File: src/hw/cgra_consts.svh
`ifndef CGRA_CONSTS_SVH
`define CGRA_CONSTS_SVH

// Target codes, compared against the upper address half.
`define CFG_SB  16'd7
`define CFG_CB0 16'd6
`define CFG_CB1 16'd5
`define CFG_CLB 16'd4

// Side numbering, also the index into the per-side track arrays.
`define SIDE_N 0
`define SIDE_W 1
`define SIDE_S 2
`define SIDE_E 3
`define NUM_SIDES 4

`define NUM_TRACKS 4

// Address fields.
`define TILE_ID_LSB 0
`define TILE_ID_MSB 15
`define TARGET_LSB 16
`define TARGET_MSB 31

`endif

File: src/hw/cgra_pkg.sv
`include "cgra_consts.svh"

package cgra_pkg;

	// One route select per switch box output.
	typedef logic [1:0] sb_sel_t;

	// Connect box track select, 0..3 inputs and 4..7 outputs.
	typedef logic [2:0] cb_sel_t;

	// Compute block opcode: AND, OR, XOR, NAND.
	typedef logic [1:0] clb_op_t;

	typedef struct packed {
		logic [28:0] unused;
		cb_sel_t     sel;
	} cb_cfg_t;

	typedef struct packed {
		logic [29:0] unused;
		clb_op_t     op;
	} clb_cfg_t;

	// Select for output side s, track t sits at index NUM_TRACKS*s + t.
	typedef sb_sel_t [`NUM_SIDES*`NUM_TRACKS-1:0] sb_cfg_t;

	// One 32-bit config word, decoded by the addressed target.
	typedef union packed {
		sb_cfg_t  sb;
		cb_cfg_t  cb;
		clb_cfg_t clb;
	} cfg_word_u;

endpackage

File: src/hw/connect_box.sv
`include "cgra_consts.svh"

module connect_box (
	input  logic                      clk,
	input  logic                      rst_n,
	input  logic                      config_en,
	input  cgra_pkg::cfg_word_u       config_data,
	input  logic [2*`NUM_TRACKS-1:0]  tracks_in,
	output logic                      block_out
);

	import cgra_pkg::*;

	cb_sel_t sel_q;

	always_ff @(posedge clk or negedge rst_n) begin
		if (!rst_n) begin
			sel_q <= '0; // Track 0 after reset.
		end else if (config_en) begin
			sel_q <= config_data.cb.sel;
		end
	end

	// Low half is the side's inputs, high half the same side's outputs.
	assign block_out = tracks_in[sel_q];

	a_sel_known : assert property (
		@(posedge clk) disable iff (!rst_n)
		!$isunknown(sel_q)
	) else $error("connect_box: select register unknown");

endmodule

File: src/hw/switch_box.sv
`include "cgra_consts.svh"

module switch_box (
	input  logic                    clk,
	input  logic                    rst_n,
	input  logic                    config_en,
	input  cgra_pkg::cfg_word_u     config_data,
	input  logic [`NUM_TRACKS-1:0]  in_n,
	input  logic [`NUM_TRACKS-1:0]  in_w,
	input  logic [`NUM_TRACKS-1:0]  in_s,
	input  logic [`NUM_TRACKS-1:0]  in_e,
	output logic [`NUM_TRACKS-1:0]  out_n,
	output logic [`NUM_TRACKS-1:0]  out_w,
	output logic [`NUM_TRACKS-1:0]  out_s,
	output logic [`NUM_TRACKS-1:0]  out_e,
	input  logic                    pe_output
);

	import cgra_pkg::*;

	cfg_word_u cfg_q;

	logic [`NUM_TRACKS-1:0] side_in  [`NUM_SIDES];
	logic [`NUM_TRACKS-1:0] side_out [`NUM_SIDES];

	always_ff @(posedge clk or negedge rst_n) begin
		if (!rst_n) begin
			cfg_q <= '0; // All routes straight through.
		end else if (config_en) begin
			cfg_q <= config_data;
		end
	end

	assign side_in[`SIDE_N] = in_n;
	assign side_in[`SIDE_W] = in_w;
	assign side_in[`SIDE_S] = in_s;
	assign side_in[`SIDE_E] = in_e;

	// Each output picks the opposite side, one of the two adjacent
	// sides, or the compute block result.
	for (genvar s = 0; s < `NUM_SIDES; s++) begin : g_side
		for (genvar t = 0; t < `NUM_TRACKS; t++) begin : g_track
			sb_sel_t sel;

			assign sel = cfg_q.sb[`NUM_TRACKS*s+t];

			assign side_out[s][t] =
				(sel == 2'd0) ? side_in[(s+2)%`NUM_SIDES][t] : // Opposite side.
				(sel == 2'd1) ? side_in[(s+1)%`NUM_SIDES][t] :
				(sel == 2'd2) ? side_in[(s+3)%`NUM_SIDES][t] :
				pe_output;
		end
	end

	assign out_n = side_out[`SIDE_N];
	assign out_w = side_out[`SIDE_W];
	assign out_s = side_out[`SIDE_S];
	assign out_e = side_out[`SIDE_E];

	// Known inputs must give known outputs, which also covers the select registers.
	a_out_known : assert property (
		@(posedge clk) disable iff (!rst_n)
		!$isunknown({in_n, in_w, in_s, in_e, pe_output}) |->
			!$isunknown({out_n, out_w, out_s, out_e})
	) else $error("switch_box: unknown output with known inputs");

endmodule

File: src/hw/clb.sv
`include "cgra_consts.svh"

module clb (
	input  logic                 clk,
	input  logic                 rst_n,
	input  logic                 config_en,
	input  cgra_pkg::cfg_word_u  config_data,
	input  logic                 in0,
	input  logic                 in1,
	output logic                 out
);

	import cgra_pkg::*;

	clb_op_t op_q;
	logic    result;

	always_ff @(posedge clk or negedge rst_n) begin
		if (!rst_n) begin
			op_q <= '0; // AND.
		end else if (config_en) begin
			op_q <= config_data.clb.op;
		end
	end

	always_comb begin
		case (op_q)
			2'd0:    result = in0 & in1;
			2'd1:    result = in0 | in1;
			2'd2:    result = in0 ^ in1;
			default: result = ~(in0 & in1); // NAND.
		endcase
	end

	// Registered result breaks loops through the tile's own tracks
	always_ff @(posedge clk or negedge rst_n) begin
		if (!rst_n) begin
			out <= 1'b0;
		end else begin
			out <= result;
		end
	end

endmodule

File: src/hw/pe_tile.sv
`include "cgra_consts.svh"

module pe_tile #(
	parameter logic [15:0] TILE_ID = 16'd1
) (
	input  logic                    clk,
	input  logic                    rst_n,
	input  logic [31:0]             config_addr,
	input  cgra_pkg::cfg_word_u     config_data,
	input  logic [`NUM_TRACKS-1:0]  in_n,
	input  logic [`NUM_TRACKS-1:0]  in_w,
	input  logic [`NUM_TRACKS-1:0]  in_s,
	input  logic [`NUM_TRACKS-1:0]  in_e,
	output logic [`NUM_TRACKS-1:0]  out_n,
	output logic [`NUM_TRACKS-1:0]  out_w,
	output logic [`NUM_TRACKS-1:0]  out_s,
	output logic [`NUM_TRACKS-1:0]  out_e
);

	logic        id_hit;
	logic [15:0] target;
	logic        config_en_sb;
	logic        config_en_cb0;
	logic        config_en_cb1;
	logic        config_en_clb;
	logic        op_0;
	logic        op_1;
	logic        pe_output;

	// Tile ids start at 1, so the idle address never matches.
	assign id_hit = (config_addr[`TILE_ID_MSB:`TILE_ID_LSB] == TILE_ID);
	assign target = config_addr[`TARGET_MSB:`TARGET_LSB];

	assign config_en_sb  = id_hit && (target == `CFG_SB);
	assign config_en_cb0 = id_hit && (target == `CFG_CB0);
	assign config_en_cb1 = id_hit && (target == `CFG_CB1);
	assign config_en_clb = id_hit && (target == `CFG_CLB);

	connect_box cb0 (
		.clk         (clk),
		.rst_n       (rst_n),
		.config_en   (config_en_cb0),
		.config_data (config_data),
		.tracks_in   ({out_n, in_n}), // North side.
		.block_out   (op_0)
	);

	connect_box cb1 (
		.clk         (clk),
		.rst_n       (rst_n),
		.config_en   (config_en_cb1),
		.config_data (config_data),
		.tracks_in   ({out_w, in_w}), // West side.
		.block_out   (op_1)
	);

	switch_box sb (
		.clk         (clk),
		.rst_n       (rst_n),
		.config_en   (config_en_sb),
		.config_data (config_data),
		.in_n        (in_n),
		.in_w        (in_w),
		.in_s        (in_s),
		.in_e        (in_e),
		.out_n       (out_n),
		.out_w       (out_w),
		.out_s       (out_s),
		.out_e       (out_e),
		.pe_output   (pe_output)
	);

	clb compute_block (
		.clk         (clk),
		.rst_n       (rst_n),
		.config_en   (config_en_clb),
		.config_data (config_data),
		.in0         (op_0),
		.in1         (op_1),
		.out         (pe_output)
	);

	a_one_target : assert property (
		@(posedge clk) disable iff (!rst_n)
		$onehot0({config_en_sb, config_en_cb0, config_en_cb1, config_en_clb})
	) else $error("pe_tile %0d: more than one config enable", TILE_ID);

endmodule

File: config.mk
export PLATFORM = sky130hd
export DESIGN_NAME = pe_tile
export DESIGN_NICKNAME = d
export VERILOG_FILES = /design/src/hw/cgra_pkg.sv /design/src/hw/connect_box.sv /design/src/hw/switch_box.sv /design/src/hw/clb.sv /design/src/hw/pe_tile.sv
export VERILOG_INCLUDE_DIRS = /design/src /design/src/hw
export SDC_FILE = /design/constraint.sdc
export NUM_CORES = 1
export LEC_CHECK = 0
export BUFFER_PORTS_ARGS = -buffer_cell sky130_fd_sc_hd__buf_2
export CORE_MARGIN = 4
export CORE_UTILIZATION = 30
export DETAILED_ROUTE_END_ITERATION = 10
export SETUP_SLACK_MARGIN = 0.5
export SYNTH_ARGS = -nofsm -noshare
export SYNTH_HDL_FRONTEND = slang
export SYNTH_SLANG_ARGS = --single-unit
File: constraint.sdc
create_clock -name clk -period 2.25 [get_ports clk]
set_input_delay 0.45 -clock clk [delete_from_list [all_inputs] [get_ports clk]]
set_output_delay 0.45 -clock clk [all_outputs]
set_load 0.005 [all_outputs]
==> flow_summary.toml <==
[sta]
period_minus_slack_ns = 2.18
fmax_mhz = 460
relSlewSlack = 0.660
worstMarginPinSlew_ns = 0.510
rsz0062_at_grt = "yes"
tns_ns = 0
finalClockSkew_ns = 0.00933
holdWs_ns = 0.211
fin_crit_sh = 0.967
hold_viol = 0
slew_violations = 0
setup_viol = 0

[worst_setup_path]
slowest_delay_ns = 0.46
cp_slowest_cell = "mux4_2"
cp.required_ns = 2.41
start_kind = "flip-flop"
end_kind = "flip-flop"
path_cells = "buf_6 > mux4_2 > mux2i_1 > nor3b_2 > or3_1 > ha_2 > o21ai_2 > o21ai_1"
critical_path_class = "reg2reg"
cp_max_fo = 3
cp.arrival_ns = 2.34

[synth]
synth_compound_area_frac = 0.00797
synth-adder-area-share = 0.0114
synth.distinct_cells = 23
seq_area_frac_synth = 0.467
synth_area_sq_um = 2200
synth_seq_cells = 41
synthSimpleGateAreaFrac = 0.0871
synth_fp_nets = 226
synth_top_family_by_area = "multiplexers"
synth-xor-area-share = 0
synth.avg_cell_area_sq_um = 15.5
yosys-mux-area-fraction = 0.408
yosysWarnings = 0
synthCells = 142

[global_route]
grtUsageMet3 = 0.0483
grt.overflow.total = 0
grt_pass1_wl_um = 9630
grt_pass1_vias = 1840
grt_util_met1 = 0.199
gr-usage-met2 = 0.222
antenna_found_initial = 0
track_usage = 0.145
grt_busiest_layer = "met2"
grt_max_degree = 42

[floorplanning]
dieArea_sq_um = 8760
coreArea_sq_um = 6940
die_w_um = 93.6
std_cell_rows = 30
initial_core_util = 0.316
dieHeight_um = 93.6
pin_count = 98

[route]
viasPerCell = 4.82
vias = 1765
wire_per_inst_um = 17.6
drtIter0Drc = 70
ant_nets = 0
drt_first_pass_iters = 4
wl_um = 6440
drc_errors = 0

[cells_and_area]
nFillCells = 588
layout.area.seq_sq_um = 1030
multiInputGateArea_sq_um = 1420
diodes = 0
area_growth_pct = 63.9
final_layout_size_suffix_gt1_frac = 0.778
final_net_count = 353

[cts]
clock_latency_ns = 0.29
numCtsBuffers = 5
cts_max_path_buffers = 2
cts_tree = "built"
cts_htree_levels = 2
clockRootBuffer = "clkbuf_8"
clkSinkCount = 41
postCtsHoldBufs = 0
clkTransAtPathRegs_ns = 0.08

[power]
power.leakage_nw = 1.67
power_density_nw_per_um2 = 413
total_power_mw = 1.49
ir_worst_vdd_mv = 0.329

[place]
gp_congestion = 0.737
port-buffer-count = 97
hpwl_um = 4730

[run_status]
status = "completed"

[flow_run]
max_cap_violations = 0

[worst_hold_path]
hold_path_class = "in2async"
[through the flow]
step	std cells	worst slack [ns]	instance area, sq um	utilization
final	366	0.0745	3600	0.519
after global routing	366	-0.0604	3600	0.519
after CTS	359	0.110	3390	0.488
after detailed placement	339	0.0328	3070	0.443
after global placement	339	0.0859	3070	0.443
after floorplan	142	0.227	2430	-
[where the power goes]
group | internal [mW] | total (mW) | switching [mW]
Clock | 0.277 | 0.524 | 0.247
Sequential | 0.737 | 0.739 | 0.00141
Combinational | 0.127 | 0.226 | 0.0986
[worst max-delay path, delay by kind of cell (launching register included)]
kind	cells	cell delay [ns]
compound gates	2	0.20
buf+inv	1	0.12
fa+ha+maj	1	0.20
flops	1	0.44
simple gates	2	0.43
mux	2	0.65
[registers in the layout, indices dropped and copies added, names as in the netlist]
name                cells
cb1.sel_q               3
compute_block.op_q      2
compute_block.out       1
sb.cfg_q               32
cb0.sel_q               3
[cell families (layout without fill, tap and decap cells)]
group / count (synthesis) / after routing
compound gates: 3 / 3
simple gates: 29 / 29
mux: 62 / 62
fa+ha+maj: 2 / 2
flops: 41 / 41
buf+inv: 5 / 133
[final timing paths]
check,startpoint,slack [ns],cells after the start,to
setup / recovery,compute_block.out$_DFF_PN0_,0.07,8,compute_block.out$_DFF_PN0_
hold / removal,rst_n,0.21,2,sb.cfg_q[11]$_DFFE_PN0P_
setup reg to reg,compute_block.out$_DFF_PN0_,0.07,8,compute_block.out$_DFF_PN0_
hold reg to reg,compute_block.op_q[1]$_DFFE_PN0P_,0.48,1,compute_block.out$_DFF_PN0_
max in group asynchronous,rst_n,1.65,2,compute_block.out$_DFF_PN0_
min in group clk,config_data[24],0.38,2,sb.cfg_q[24]$_DFFE_PN0P_
[cells in the final DEF, fill, tap and decap left out, types with 2 or more instances in the layout]
| cell type | Yosys | routed |
|---|---|---|
| nor4b_4 | 0 | 2 |
| buf_6 | 3 | 27 |
| mux2_4 | 0 | 38 |
| or3_1 | 2 | 2 |
| mux2i_1 | 4 | 2 |
| buf_4 | 0 | 8 |
| mux4_2 | 18 | 18 |
| nor4_4 | 0 | 6 |
| nor3b_2 | 0 | 2 |
| nor2b_1 | 2 | 2 |
| dfrtp_1 | 41 | 40 |
| buf_12 | 0 | 4 |
| nand4_1 | 2 | 2 |
| nor2_1 | 3 | 2 |
| buf_2 | 0 | 82 |
| mux2i_2 | 0 | 2 |
| mux2_2 | 10 | 2 |
| clkbuf_8 | 0 | 7 |
| nand2_1 | 5 | 5 |
| buf_16 | 0 | 2 |
[synthesized netlist by cell type, drive strengths merged]
| cell | number | area [sq um] |
|---|---|---|
| clkbuf | 1 | 3.75 |
| mux4 | 18 | 405 |
| nand2 | 5 | 18.8 |
| nor4b | 3 | 32.5 |
| inv | 1 | 3.75 |
| nand4 | 2 | 12.5 |
| mux2 | 40 | 450 |
| nor3 | 3 | 26.3 |
| nor4 | 7 | 50.1 |
| nor2 | 3 | 11.3 |
| o21ai | 2 | 10.0 |
| or3 | 2 | 12.5 |
| o211ai | 1 | 7.51 |
| ha | 2 | 25.0 |
| dfrtp | 41 | 1030 |
| mux2i | 4 | 40.0 |
| nor3b | 2 | 15.0 |
| buf | 3 | 33.8 |
| nor2b | 2 | 12.5 |
[repair_timing]
action | in CTS | in global routing
resized for setup | 11 | 37
setup endpoints to repair | 44 | 57
gates cloned | 2 | 0
buffers inserted | 10 | 7
pin swaps | 7 | 16
endpoints found under the hold margin | 0 | 0
[final cells by class]
class,instances,share of cell area
multi-input combinational,96,0.395
sequential,41,0.285
timing repair buffer,124,0.257
tap,96,0.0334
clock buffer,7,0.0268
clock inverter,1,0.00139
inverter,1,0.00104
[routing by layer]
metal  wire (um)  part of all wire
met2        2990              0.46
met3         602             0.093
met4          25            0.0039
met5           0                 0
met1        2820              0.44
Note: power is estimated with default switching activity, not from simulation.
